**src/include/cim_ctrl_consts.svh**
```systemverilog
`ifndef CIM_CTRL_CONSTS_SVH
`define CIM_CTRL_CONSTS_SVH

// Macro array and table sizes
`define CIM_MACRO_NUM           8
`define CIM_MACRO_SEL_BITS      3
`define CIM_COL_NUM             128
`define CIM_INSTR_ADDR_BITS     8
`define CIM_CNT_NUM_BITS        3
`define CIM_CNT_LEN             10
`define CIM_DDR_NUM_BITS        3
`define CIM_DDR_ADDR_LEN        25
`define CIM_INCR_BITS           7
`define CIM_LDST_CMD_BITS       7
`define CIM_COMP_CMD_BITS       25

// Instruction class, high selects the macro format
`define CIM_F_MODE              63

// Register-table format, low bit of each field
`define CIM_F_LD_STK_EN         50
`define CIM_F_LD_DDR_EN         49
`define CIM_F_LD_CNT_IDX        46
`define CIM_F_LD_DDR_IDX        43
`define CIM_F_LD_STACK          35
`define CIM_F_LD_CNT            25
`define CIM_F_LD_DDR            0

// Macro format, bits 50..48 unused
`define CIM_F_LOOP_EN           62
`define CIM_F_LOOP_IDX          59
`define CIM_F_INCR_EN           58
`define CIM_F_INCR              51
`define CIM_F_DDR_IDX           45
`define CIM_F_SEL_MODE          43
`define CIM_F_MACRO_SEL         40
`define CIM_F_LDST_CMD          33
`define CIM_F_COMP_MASK         25
`define CIM_F_COMP_CMD          0

`endif

```
**src/verilog/cim_ctrl_pkg.sv**
```systemverilog
`include "cim_ctrl_consts.svh"

package cim_ctrl_pkg;

    // One 64-bit instruction word
    typedef logic [63:0]                        instr_t;

    // Instruction store index
    typedef logic [`CIM_INSTR_ADDR_BITS-1:0]    pc_t;

    // Loop iteration count
    typedef logic [`CIM_CNT_LEN-1:0]            counter_t;

    typedef logic [`CIM_DDR_ADDR_LEN-1:0]       ddr_addr_t;

    // One column word of a macro, also the DRAM beat
    typedef logic [`CIM_COL_NUM-1:0]            col_data_t;

    // One bit per macro
    typedef logic [`CIM_MACRO_NUM-1:0]          macro_mask_t;

    // Top bit set means load from DRAM into the macro
    typedef logic [`CIM_LDST_CMD_BITS-1:0]      ldst_cmd_t;

    typedef logic [`CIM_COMP_CMD_BITS-1:0]      comp_cmd_t;

    // Load/store macro selection
    typedef enum logic [1:0] {
        NONE       = 2'b00,
        SINGLE     = 2'b01,
        SPLIT_RSVD = 2'b10,
        FULL       = 2'b11
    } sel_mode_e;

endpackage

```
**src/verilog/macro_dispatch.sv**
```systemverilog
`timescale 1ns/1ps
`include "cim_ctrl_consts.svh"

module macro_dispatch (
    input  logic                                        clk,
    input  logic                                        rst_n,
    input  logic                                        s2_valid,
    input  cim_ctrl_pkg::sel_mode_e                     s2_sel_mode,
    input  logic [`CIM_MACRO_SEL_BITS-1:0]              s2_macro_sel,
    input  cim_ctrl_pkg::ldst_cmd_t                     s2_ldst_cmd,
    input  cim_ctrl_pkg::macro_mask_t                   s2_comp_mask,
    input  cim_ctrl_pkg::comp_cmd_t                     s2_comp_cmd,
    input  cim_ctrl_pkg::ddr_addr_t                     dram_addr_q,
    input  cim_ctrl_pkg::col_data_t                     dram_rd_data,
    input  cim_ctrl_pkg::col_data_t [`CIM_MACRO_NUM-1:0] ex_rd_data,
    output logic                                        dram_valid,
    output logic                                        dram_wr_en,
    output cim_ctrl_pkg::ddr_addr_t                     dram_addr,
    output cim_ctrl_pkg::col_data_t                     dram_wr_data,
    output cim_ctrl_pkg::macro_mask_t                   ex_valid,
    output cim_ctrl_pkg::ldst_cmd_t                     ex_command,
    output cim_ctrl_pkg::col_data_t                     ex_wr_data,
    output cim_ctrl_pkg::macro_mask_t                   compute_valid,
    output cim_ctrl_pkg::comp_cmd_t                     compute_command
);

    import cim_ctrl_pkg::*;

    macro_mask_t                        sel_mask;
    logic                               is_load;
    logic                               sel_single_q;
    logic [`CIM_MACRO_SEL_BITS-1:0]     macro_idx_q;

    ////////////////////////////////////////////////////////////////////////////
    // Macro selection
    always_comb begin
        case (s2_sel_mode)
            SINGLE:  sel_mask = macro_mask_t'(1) << s2_macro_sel;
            FULL:    sel_mask = '1;
            // Split mode is reserved
            default: sel_mask = '0;
        endcase
    end

    assign is_load = s2_ldst_cmd[`CIM_LDST_CMD_BITS-1];

    ////////////////////////////////////////////////////////////////////////////
    // Stage-3 register
    always_ff @(posedge clk) begin
        if (!rst_n) begin
            dram_valid    <= 1'b0;
            dram_wr_en    <= 1'b0;
            ex_valid      <= '0;
            compute_valid <= '0;
            sel_single_q  <= 1'b0;
        end else begin
            dram_valid    <= s2_valid & (|sel_mask);
            dram_wr_en    <= s2_valid & (|sel_mask) & ~is_load;
            ex_valid      <= s2_valid ? sel_mask : '0;
            compute_valid <= s2_valid ? s2_comp_mask : '0;
            sel_single_q  <= s2_valid & (s2_sel_mode == SINGLE);
        end
    end

    always_ff @(posedge clk) begin
        dram_addr       <= dram_addr_q;
        ex_command      <= s2_ldst_cmd;
        compute_command <= s2_comp_cmd;
        macro_idx_q     <= s2_macro_sel;
    end

    ////////////////////////////////////////////////////////////////////////////
    // Data paths, combinational through the registered selects

    // DRAM beat to the selected macros on a load
    assign ex_wr_data = (dram_valid && !dram_wr_en) ? dram_rd_data : '0;

    // Only a single-macro store returns data to DRAM
    assign dram_wr_data = (sel_single_q && dram_wr_en) ? ex_rd_data[macro_idx_q] : '0;

endmodule
```
**config.mk**
```make
export PLATFORM = sky130hd
export DESIGN_NAME = macro_dispatch
export DESIGN_NICKNAME = d
export VERILOG_FILES = /design/src/verilog/cim_ctrl_pkg.sv /design/src/verilog/macro_dispatch.sv
export VERILOG_INCLUDE_DIRS = /design/src /design/src/include
export SDC_FILE = /design/constraint.sdc
export NUM_CORES = 1
export LEC_CHECK = 0
export ABC_AREA = 1
export BUFFER_PORTS_ARGS = -buffer_cell sky130_fd_sc_hd__buf_2
export CORE_AREA = 2 2 598 600
export DETAILED_ROUTE_END_ITERATION = 16
export DIE_AREA = 0 0 600 602
export HOLD_SLACK_MARGIN = 0.1
export PLACE_DENSITY_LB_ADDON = 0.2
export SLEW_MARGIN = 20
export SYNTH_ARGS = -nofsm -noshare
export SYNTH_HDL_FRONTEND = slang
export SYNTH_SLANG_ARGS = --single-unit
export TNS_END_PERCENT = 5
```
**constraint.sdc**
```tcl
create_clock -name clk -period 4.6 [get_ports clk]
set_clock_uncertainty 0.15 [all_clocks]
set_input_delay 0.92 -clock clk [delete_from_list [all_inputs] [get_ports clk]]
set_output_delay 0.92 -clock clk [all_outputs]
set_load 0.05 [all_outputs]
```
* After elaboration in Yosys (flattened, before gate mapping) *
Cells that the tools add are included.
W data, S select, Z words.

storage, ports and cells
  input port bits = 1225
  output and inout bits = 331
  register bits after elaboration = 79

operators by class
  eq/ne operators = 2
  reduce and logical (&&, ||, !) cells = 5
  $lt $le $gt $ge = 1
  bitwise operators = 4
  multiplexer cells = 5
  shift-type cells = 1

operator list
  cell                   count
  $bmux W128 S3          1
  $mux W128              3
  $pmux W8 S2            1
  $reduce_or A8 Y1       1
  $shl A1 B3 Y8 const A  1
  $lt A3 B4 Y1 const B   1
  $and A1 B1 Y1          3
  $eq A2 B1 Y1 const B   1
  $eq A2 B2 Y1 const B   1
  $logic_and A1 B1 Y1    2
  $reduce_and A2 Y1      1
  $logic_not A1 Y1       1
  $not A1 Y1             1

* Logic depth before layout (Yosys ltp) *
  depth after elaboration = 5
  depth in mapped cells = 9
  mapped depth without buffers = 6

* Worst setup path before layout *
OpenSTA, ideal clock, no wires.

  kind = register -> output
  from = register dram_wr_en
  to = output port dram_wr_data[100]
  required time = 3.530 ns
  slack = 1.488 ns
  arrival = 2.042 ns
  cell stages (with the launch flop) = 7
  path buffers = 2
  cell sequence = dfxtp_1 nand2_1 inv_1 clkbuf_1 clkbuf_1 nand2_1 nor2_1

on the way
  word-level cells in the longest chain between the ends = 2

ends and longest elaborated chain
  what                    line                  source
  start, declared         macro_dispatch.sv:17  output logic dram_wr_en,
  start signal, assigned  macro_dispatch.sv:58  dram_wr_en <= s2_valid & (|sel_mask) & ~is_load;
  $logic_and A1 B1 Y1     macro_dispatch.sv:79  assign dram_wr_data = (sel_single_q && dram_wr_en) ? ex_rd_data[macro_idx_q] : '0;
  $mux W128               macro_dispatch.sv:79
  end, declared           macro_dispatch.sv:19  output cim_ctrl_pkg::col_data_t dram_wr_data,

Every way passes these cells.

* Final worst setup path *
  from = register macro_idx_q[0]
  to = output port dram_wr_data[94]

on the way
  word-level cells in the longest chain between the ends = 3

ends and longest elaborated chain
  what                             line                  source
  start, declared                  macro_dispatch.sv:32  logic [`CIM_MACRO_SEL_BITS-1:0] macro_idx_q;
  start signal, assigned           macro_dispatch.sv:69  macro_idx_q <= s2_macro_sel;
  $bmux W128 S3                    macro_dispatch.sv:79
  $mux W128 (implied by the code)  macro_dispatch.sv:79
  $mux W128                        macro_dispatch.sv:79

Every way passes these cells. The select of a mux whose other input is x is not followed.

==> results.yml <==
timing:
  fmax_mhz: 234
  setup-tns-final_ns: 0
  setup_viol: 0
  finalMaxSlewViolations: 0
  finalCritPeriodShare_pct: 92.9
  grt_setup_unrepaired: "false"
  slew_headroom_pct: 47.0
  fin_ws_ns: 0.327
  hold_viol: 0
  tightest_slew_ns: 0.792
  fin_crit_ns: 4.27
finish:
  multiInputGateArea_sq_mm: 0.00959
  final-seq-area_sq_mm: 0.00159
  fill_cells: 43201
  drive_gt1_share_pct: 31.5
  fin_nets: 6441
  most-common-layout-cells: "1552 x buf_2, 1287 x nand2_1, 1165 x inv_1"
  syn2layout_area_growth_pct: 84.1
  mostFrequentLayoutCell: "buf_2"
critical_path:
  path_cells: "inv_16 > buf_12 > nand2_1 > nand3_1 > nand3_1 > nand2_1 > nor2_1 > buf_2"
  arrival_ns: 3.20
  crit_fanout: 80
  required_ns: 3.53
  crit_type: "flop to output pin"
  start_kind: "flop"
  max_stage_delay_ns: 0.61
  cp_top_family: "buffers and inverters"
  crit_path_end_kind: "output pin"
  crit_path_top_delay_cell: "nor2_1"
  worst-path-buf-inv: 3
place:
  dp_hpwl_um: 231000
  io_buffer_count: 1555
  dpl_worst_slack_ns: 0.537
  place.gp.congestion: 0.912
global_routing:
  grt_overflow: 0
  grt_antenna_before_repair: 270
  grt_pass1_vias: 28503
  grt_max_degree: 106
  grt_pass1_wl_um: 316000
  grt_use_total_pct: 13.6
clock_network:
  cts-buffers-inserted: 9
  clkSinkCount: 79
  cts_hold_buf: 0
  cts-resized-gates: 0
  clockBufferDepth: 2
  htree_levels: 3
  cts_root_buffer: "clkbuf_16"
  post-cts-setup-buffers: 0
  clkTransAtPathRegs_ns: 0.08
  cts_tree: "yes"
floorplanning:
  start_util_pct: 4.69
  fp-row-count: 219
  die_y_um: 602
  ios: 1556
  die_area_sq_mm: 0.361
  die_x_um: 600
  core_area_sq_mm: 0.355
route:
  vias: 28578
  viasPerCell: 2.84
  postRouteAntennaNets: 0
  first_iter_violations: 1856
  drt_pass1_iterations: 5
  drc_errors: 0
  drt-total-wl_um: 256000
  wl_per_cell_um: 25.5
synth:
  yosysSeqAreaShare_pct: 9.50
  synth_cell_types: 15
  synth.avg_cell_area_sq_um: 4.37
  synthesis.instances: 3811
  synth_seq_cells: 79
  syn_nets: 5036
  syn-cell-area_sq_mm: 0.0167
  synth_warnings: 0
hold_path:
  hold_class: "input port to flop"
power:
  ir_worst_vdd_uv: 197
  p_leak_uw: 0.0191
  power_per_cell_area_mw_per_mm2: 127
job:
  maxCapViolCount: 0
outcome:
  status: "completed"
[report_power, final]
group / leakage, uW / switching [uW] / internal, uW / total (uW)
logic: 0.0183 / 1540 / 796 / 2340
registers: 0.000662 / 22.4 / 716 / 739
clock network: 0.000148 / 404 / 429 / 833
[flip-flops by register name, summed over array words and instances, names as in the netlist]
signal           cells
compute_command     25
compute_valid        8
dram_addr           25
dram_valid           1
dram_wr_en           1
ex_command           7
ex_valid             8
macro_idx_q          3
sel_single_q         1
[metrics by stage]
stage / area [sq um] / total power, uW / util, % / hold WS [ns] / std cells
6_report: 30700 / 3910 / 8.64 / 0.473 / 10049
5_1_grt: 30600 / 4240 / 8.63 / 0.438 / 10035
4_1_cts: 30500 / 4040 / 8.59 / 0.433 / 9972
3_5_place_dp: 30200 / 3150 / 8.50 / 0.874 / 9956
3_3_place_gp: 30200 / 3170 / 8.50 / 0.872 / 9956
2_1_floorplan: 16700 / 1860 / - / 0.798 / 3811
[logic make-up (layout without fill, tap and decap cells)]
logic type,count (synthesis),count (layout),synth area share [%]
DFF,79,79,9.50
and+or+nand+nor,2331,2331,57.4
other,0,77,0
buffers and inverters,1395,2805,33.0
AOI/OAI and AO/OA,6,6,0.195
[path summary, 6_finish.rpt]
kind	from	to	slack, ns	cells after the start
setup / recovery	macro_idx_q[0]	dram_wr_data[94]	0.33	8
hold / removal	s2_comp_cmd[16]	compute_command[16]	0.47	1
[cell usage after synthesis, drive strengths merged]
library cell	instances	area share (%)
nor3	2	0.060
buf	181	5.6
clkbuf	46	1.0
o21ai	5	0.15
nor2	401	9.0
inv	1168	26
nand2	1288	29
nand3	640	19
dfxtp	79	9.5
o21a	1	0.045
[area by class of cell]
class                           instances  area share, %
Sequential cell                        79           5.19
Timing Repair Buffer                 1621           28.1
Antenna cell                           77          0.628
Multi-Input combinational cell       2337           31.3
Inverter                             1168           14.4
Clock buffer                            9          0.734
Tap cell                             4751           19.4
Clock inverter                          7          0.257
[routing by layer]
layer  wire length, um  part of all wire [%]  up-vias  global-route usage [%]
li1                  -                     -    13613                       -
met3             20400                   8.0      491                    4.05
met4              8160                   3.2      114                    3.36
met5               743                  0.29        -                       0
met2            136000                    53     1382                    26.1
met1             91500                    36    12978                    14.3
Note: power is estimated with default switching activity, not from simulation.
