==> src/include/cim_ctrl_consts.svh <==
`ifndef CIM_CTRL_CONSTS_SVH
`define CIM_CTRL_CONSTS_SVH

// Macro array and table sizes
`define CIM_MACRO_NUM           8
`define CIM_MACRO_SEL_BITS      3
`define CIM_COL_NUM             128
`define CIM_INSTR_ADDR_BITS     8
`define CIM_CNT_NUM_BITS        3
`define CIM_CNT_LEN             10
`define CIM_DDR_NUM_BITS        3
`define CIM_DDR_ADDR_LEN        25
`define CIM_INCR_BITS           7
`define CIM_LDST_CMD_BITS       7
`define CIM_COMP_CMD_BITS       25

// Instruction class, high selects the macro format
`define CIM_F_MODE              63

// Register-table format, low bit of each field
`define CIM_F_LD_STK_EN         50
`define CIM_F_LD_DDR_EN         49
`define CIM_F_LD_CNT_IDX        46
`define CIM_F_LD_DDR_IDX        43
`define CIM_F_LD_STACK          35
`define CIM_F_LD_CNT            25
`define CIM_F_LD_DDR            0

// Macro format, bits 50..48 unused
`define CIM_F_LOOP_EN           62
`define CIM_F_LOOP_IDX          59
`define CIM_F_INCR_EN           58
`define CIM_F_INCR              51
`define CIM_F_DDR_IDX           45
`define CIM_F_SEL_MODE          43
`define CIM_F_MACRO_SEL         40
`define CIM_F_LDST_CMD          33
`define CIM_F_COMP_MASK         25
`define CIM_F_COMP_CMD          0

`endif

==> src/verilog/cim_ctrl_pkg.sv <==
`include "cim_ctrl_consts.svh"

package cim_ctrl_pkg;

    // One 64-bit instruction word
    typedef logic [63:0]                        instr_t;

    // Instruction store index
    typedef logic [`CIM_INSTR_ADDR_BITS-1:0]    pc_t;

    // Loop iteration count
    typedef logic [`CIM_CNT_LEN-1:0]            counter_t;

    typedef logic [`CIM_DDR_ADDR_LEN-1:0]       ddr_addr_t;

    // One column word of a macro, also the DRAM beat
    typedef logic [`CIM_COL_NUM-1:0]            col_data_t;

    // One bit per macro
    typedef logic [`CIM_MACRO_NUM-1:0]          macro_mask_t;

    // Top bit set means load from DRAM into the macro
    typedef logic [`CIM_LDST_CMD_BITS-1:0]      ldst_cmd_t;

    typedef logic [`CIM_COMP_CMD_BITS-1:0]      comp_cmd_t;

    // Load/store macro selection
    typedef enum logic [1:0] {
        NONE       = 2'b00,
        SINGLE     = 2'b01,
        SPLIT_RSVD = 2'b10,
        FULL       = 2'b11
    } sel_mode_e;

endpackage

==> src/verilog/addr_table_stage.sv <==
`timescale 1ns/1ps
`include "cim_ctrl_consts.svh"

module addr_table_stage (
    input  logic                                clk,
    input  logic                                rst_n,
    input  logic                                ld_ddr_valid,
    input  logic [`CIM_DDR_NUM_BITS-1:0]        ld_ddr_index,
    input  cim_ctrl_pkg::ddr_addr_t             ld_ddr_value,
    input  logic                                macro_valid,
    input  logic [`CIM_DDR_NUM_BITS-1:0]        ddr_index,
    input  logic                                incr_en,
    input  logic [`CIM_INCR_BITS-1:0]           incr_amount,
    input  cim_ctrl_pkg::sel_mode_e             sel_mode,
    input  logic [`CIM_MACRO_SEL_BITS-1:0]      macro_sel,
    input  cim_ctrl_pkg::ldst_cmd_t             ldst_cmd,
    input  cim_ctrl_pkg::macro_mask_t           comp_mask,
    input  cim_ctrl_pkg::comp_cmd_t             comp_cmd,
    output logic                                s2_valid,
    output cim_ctrl_pkg::sel_mode_e             s2_sel_mode,
    output logic [`CIM_MACRO_SEL_BITS-1:0]      s2_macro_sel,
    output cim_ctrl_pkg::ldst_cmd_t             s2_ldst_cmd,
    output cim_ctrl_pkg::macro_mask_t           s2_comp_mask,
    output cim_ctrl_pkg::comp_cmd_t             s2_comp_cmd,
    output cim_ctrl_pkg::ddr_addr_t             dram_addr_q
);

    import cim_ctrl_pkg::*;

    localparam int DDR_DEPTH = 1 << `CIM_DDR_NUM_BITS;

    ddr_addr_t      ddr_tab [DDR_DEPTH];
    ddr_addr_t      cur_addr;

    assign cur_addr = ddr_tab[ddr_index];

    ////////////////////////////////////////////////////////////////////////////
    // DRAM address table
    // Increment wins over a load, the two never come in the same cycle anyway
    always_ff @(posedge clk) begin
        if (macro_valid && incr_en)
            ddr_tab[ddr_index] <= cur_addr + ddr_addr_t'(incr_amount);
        else if (ld_ddr_valid)
            ddr_tab[ld_ddr_index] <= ld_ddr_value;
    end

    ////////////////////////////////////////////////////////////////////////////
    // Stage-2 register
    always_ff @(posedge clk) begin
        if (!rst_n)
            s2_valid <= 1'b0;
        else
            s2_valid <= macro_valid;
    end

    // Address as read, before this instruction's increment
    always_ff @(posedge clk) begin
        dram_addr_q  <= cur_addr;
        s2_sel_mode  <= sel_mode;
        s2_macro_sel <= macro_sel;
        s2_ldst_cmd  <= ldst_cmd;
        s2_comp_mask <= comp_mask;
        s2_comp_cmd  <= comp_cmd;
    end

endmodule

==> config.mk <==
export PLATFORM = sky130hd
export DESIGN_NAME = addr_table_stage
export DESIGN_NICKNAME = d
export VERILOG_FILES = /design/src/verilog/cim_ctrl_pkg.sv /design/src/verilog/addr_table_stage.sv
export VERILOG_INCLUDE_DIRS = /design/src /design/src/include
export SDC_FILE = /design/constraint.sdc
export NUM_CORES = 1
export LEC_CHECK = 0
export ABC_AREA = 1
export BUFFER_PORTS_ARGS = -buffer_cell sky130_fd_sc_hd__buf_2
export CORE_MARGIN = 2
export CORE_UTILIZATION = 50
export CTS_CLUSTER_DIAMETER = 120
export DETAILED_ROUTE_END_ITERATION = 8
export MAX_ROUTING_LAYER = met4
export PLACE_DENSITY_LB_ADDON = 0.1
export SLEW_MARGIN = 20
export SYNTH_ARGS = -nofsm -noshare
export SYNTH_HDL_FRONTEND = slang
export SYNTH_SLANG_ARGS = --single-unit
==> constraint.sdc <==
create_clock -name clk -period 3.9 [get_ports clk]
set_clock_uncertainty 0.2 [all_clocks]
set_input_delay 0.585 -clock clk [delete_from_list [all_inputs] [get_ports clk]]
set_output_delay 0.585 -clock clk [all_outputs]
set_load 0.005 [all_outputs]
After elaboration in Yosys (flattened, before gate mapping):

Memories as Yosys holds them, arrays and structs flattened.
Cells that the tools add are included.

* flip-flop bits (word level): 71
* bits in writable memories: 200
* memories: 1

Memories
* ddr_tab: words 8, bits a word 25, rd ports 1, clocked after memory_dff 0, wr ports 1, RTL line addr_table_stage.sv:32 `ddr_addr_t ddr_tab [DDR_DEPTH];`

* add/sub/neg operators: 1
* multiplexer cells: 8
* reduce and logical (&&, ||, !) cells: 2

Operators by type and width (number)
* 25-bit by 7-bit adder with 25-bit output: 1
* 25-bit 2-to-1 mux: 1
* 25-bit OR reduction: 1
* 1-bit 2-to-1 mux: 6
* 3-bit 2-to-1 mux: 1
* 1-bit logical AND: 1

Depth between registers and ports, before layout:

* depth after elaboration: 5
* depth in mapped cells: 24

Worst setup path after synthesis:

Ideal clock, no wire load.

* path kind: input -> register
* from: input ddr_index[0]
* to: memory ddr_tab[0][12] (netlist bit), data pin
* arrival time: 3478 ps
* required time: 3435 ps
* path slack: -43 ps
* stages: 22
* path through: buf_6 -> inv_6 -> buf_6 -> buf_2 -> buf_2 -> buf_2 -> nor2_1 -> o22ai_1 -> nor2_1 -> a31oi_1 -> ha_1 -> inv_1 -> fa_1 -> inv_1 -> nand2_1 -> nand3_1 -> nand2_1 -> a21oi_2 -> nand3_1 -> inv_1 -> nor2_1 -> o21ai_0

* cells in the longest elaborated chain, start to end: 3

RTL lines
* start, declared: RTL line addr_table_stage.sv:11 `` input logic [`CIM_DDR_NUM_BITS-1:0] ddr_index, ``
* memory 8 x 25 bit
* named net cur_addr[0]: RTL line addr_table_stage.sv:33 `ddr_addr_t cur_addr;`
* 25-bit by 7-bit adder with 25-bit output: RTL line addr_table_stage.sv:42 `ddr_tab[ddr_index] <= cur_addr + ddr_addr_t'(incr_amount);`
* 25-bit 2-to-1 mux (no source line)
* end, declared: RTL line addr_table_stage.sv:32

The timed path passes the listed nets, and every way through them passes these cells.

Final worst setup path:

* from: input ddr_index[1]
* to: memory ddr_tab[5][14] (netlist bit), data pin

Same word-level chain as after synthesis.

==> flow_metrics.env <==
export IMPL_synth_top_cell_by_area="edfxtp_1"
export IMPL_netlist_area_um2=10900
export IMPL_clk_pin_slew_ps=60
export IMPL_ctsHoldBuffers=45
export IMPL_antenna_found_initial=0
export IMPL_avgViaCountPerCell=4.97
export IMPL_arrival_ps=3480
export IMPL_core_area_um2=21600
export IMPL_synth_most_common_cell="nand2_1"
export IMPL_wirelength_um=26700
export IMPL_cp_common_cell="nand2_1"
export IMPL_ys_ff_latch=271
export IMPL_final_max_slew_viol_count=0
export IMPL_cp_top_family="simple AND/OR/NAND/NOR gates"
export IMPL_grt_usage_pct=24.3
export IMPL_synth_compound_area_share_pct=4.59
export IMPL_setup_viol=0
export IMPL_clock_fmax_mhz=291
export IMPL_fp_dieH_um=152
export IMPL_synth_ff_type="edfxtp_1"
export IMPL_synthTopCellsByArea="edfxtp_1 (55%), dfxtp_1 (13%), nand2_1 (9.9%)"
export IMPL_first_global_vias=7369
export IMPL_synth_xor_area_share_pct=0.321
export IMPL_dp_cells=1490
export IMPL_max_stage_delay_ps=390
export IMPL_h_tree_depth=1
export IMPL_numCtsBuffers=28
export IMPL_initial_core_util_pct=50.4
export IMPL_p_leak_nw=5.85
export IMPL_post_cts_buffers=0
export IMPL_status="completed"
export IMPL_syn_inst=1054
export IMPL_dieWidth_um=152
export IMPL_avgSynthCellArea_um2=10.3
export IMPL_cts_tree="built"
export IMPL_area_growth_pct=23.9
export IMPL_grt_pass1_wl_um=40600
export IMPL_cellPowerDensity_nw_per_um2=503
export IMPL_postRouteAntennaNets=0
export IMPL_fin_tns_setup_ps=0
export IMPL_required_ps=3940
export IMPL_rsz0062_at_grt="false"
export IMPL_grt_max_degree=69
export IMPL_rows=54
export IMPL_yosysUniqueCellTypes=34
export IMPL_final_cells=1587
export IMPL_synth_adder_area_share_pct=0.987
export IMPL_synth_area_mux_share_pct=0
export IMPL_clock_sinks=271
export IMPL_root_buffer="clkbuf_16"
export IMPL_crit_type="input port to register"
export IMPL_num_nets_final=1381
export IMPL_antenna_cells=0
export IMPL_place_ws_ps=-15.2
export IMPL_worstHoldPathType="input port to register"
export IMPL_synthTopCellsByCount="nand2_1 (288), edfxtp_1 (200), nor2_1 (120)"
export IMPL_die_area_um2=23000
export IMPL_synth_top_family_by_area="simple AND/OR/NAND/NOR gates"
export IMPL_io_pins=159
export IMPL_vias=7894
export IMPL_synth_edf_count=200
export IMPL_drtPass1Iterations=5
export IMPL_drc=0
export IMPL_ys_warn_count=0
export IMPL_final_layout_size_suffix_gt1_share_pct=21.2
export IMPL_overflow=0
export IMPL_crit_path_max_fanout=13
export IMPL_peakVddDrop_uv=424
export IMPL_dp_hpwl_um=15900
export IMPL_worst_path_buf_inv=4
export IMPL_post_route_min_period_ps=3440
export IMPL_cp_start_kind="input port"
export IMPL_max_slew_margin_rel_pct=44.4
export IMPL_endpoint_kind="register"
export IMPL_wl_per_cell_um=16.8
export IMPL_drv_cap=0
export IMPL_yosysSeqAreaShare_pct=68.1
export IMPL_crit_path_top_delay_cell="fa_1"
export IMPL_hold_violations=0
export IMPL_port_buffers=158
export IMPL_clock_latency_ps=560
export IMPL_async_reset_ff_share_pct=0
export IMPL_synth_top_cell_area_share_pct=55.1
export IMPL_gp_congestion=0.846
export IMPL_synth_simple_gate_area_share_pct=19.5
export IMPL_cts_path_max_buffers=3
export IMPL_final_core_util_pct=62.5
export IMPL_crit_chain="buf_2 -> inv_2 -> o21ai_0 -> o22ai_1 -> nor2_1 -> a31oi_1 -> ha_1 -> inv_1 -> fa_1 -> inv_1 -> nand2_1 -> nand3_1 -> nand2_1 -> a21oi_2 -> nand3_1 -> nor2_1 -> nand2_1 -> nand3_1 -> nand2_1"
export IMPL_layout_setup_ws_ps=461
export IMPL_fin_crit_sh_pct=88.2
export IMPL_cts_resized=0
export IMPL_worstMarginPinSlew_ps=825
export IMPL_drtIter0Drc=565
export IMPL_synth_nets=1150
tightest hold or removal path, stage by stage:
cell and delay (ps):
buf_2 80, nand2_1 40, inv_1 40
final cells by class:
| type | count | area (um2) |
|---|---|---|
| fill | 1785 | 8110 |
| timing repair buffer | 244 | 1550 |
| tap | 280 | 350 |
| sequential | 271 | 7430 |
| clock inverter | 11 | 145 |
| inverter | 117 | 444 |
| multi-input combinational | 623 | 2790 |
| clock buffer | 41 | 806 |
layout by cell type (no fill, tap or decap), types with 42 or more instances in the layout:
master and n:
dfxtp_1 71, dlygate4sd3_1 45, nand2_1 288, o21ai_0 60, buf_2 157, edfxtp_1 200
buf_4 42, nor2_1 112, inv_1 110, nand3_1 93
final timing paths:
path                                 from                        to  slack [ps]  depth (start not counted)
setup / recovery             ddr_index[1]  ddr_tab[5][14]$_DFFE_PP_         460                         19
setup reg to reg  ddr_tab[0][0]$_DFFE_PP_  ddr_tab[5][14]$_DFFE_PP_         600                         17
hold reg to reg   ddr_tab[1][4]$_DFFE_PP_    dram_addr_q[4]$_DFF_P_         450                          2
hold / removal                      rst_n       s2_valid$_SDFF_PN0_          30                          3
layer usage:
| layer | vias up | track usage, % | share of wire (%) |
|---|---|---|---|
| met3 | 45 | 3.23 | 6.1 |
| met2 | 239 | 41.1 | 49 |
| met5 | - | - | 0 |
| li1 | 3921 | - | - |
| met4 | 0 | 6.53 | 2.4 |
| met1 | 3689 | 31.3 | 42 |
through the flow:
stage	hold slack [ps]	cell area, um2	total power (W)
global route	40.5	13500	0.00705
finish	30.1	13500	0.00680
global placement	434	12100	0.00410
floorplan	370	10900	0.00381
detailed placement	454	12100	0.00411
CTS	17.2	13500	0.00685
sequential cells by signal (all words and copies together) (netlist names):
| signal | flops |
|---|---|
| ddr_tab | 200 |
| s2_comp_cmd | 25 |
| s2_macro_sel | 3 |
| s2_sel_mode | 2 |
| dram_addr_q | 25 |
| s2_ldst_cmd | 7 |
| s2_comp_mask | 8 |
| s2_valid | 1 |
report_power, final:
part | switching, W | internal, W
combinational | 0.000480 | 0.000259
clock | 0.00109 | 0.00163
sequential | 0.0000301 | 0.00331
logic make-up after synthesis:
logic type,after synthesis
xor gates and xnor gates,4
and+or+nand+nor,519
DFF,271
AOI/OAI and AO/OA,92
adders and majority gates,8
buffers and inverters,160
Note: power is estimated with default switching activity, not from simulation.
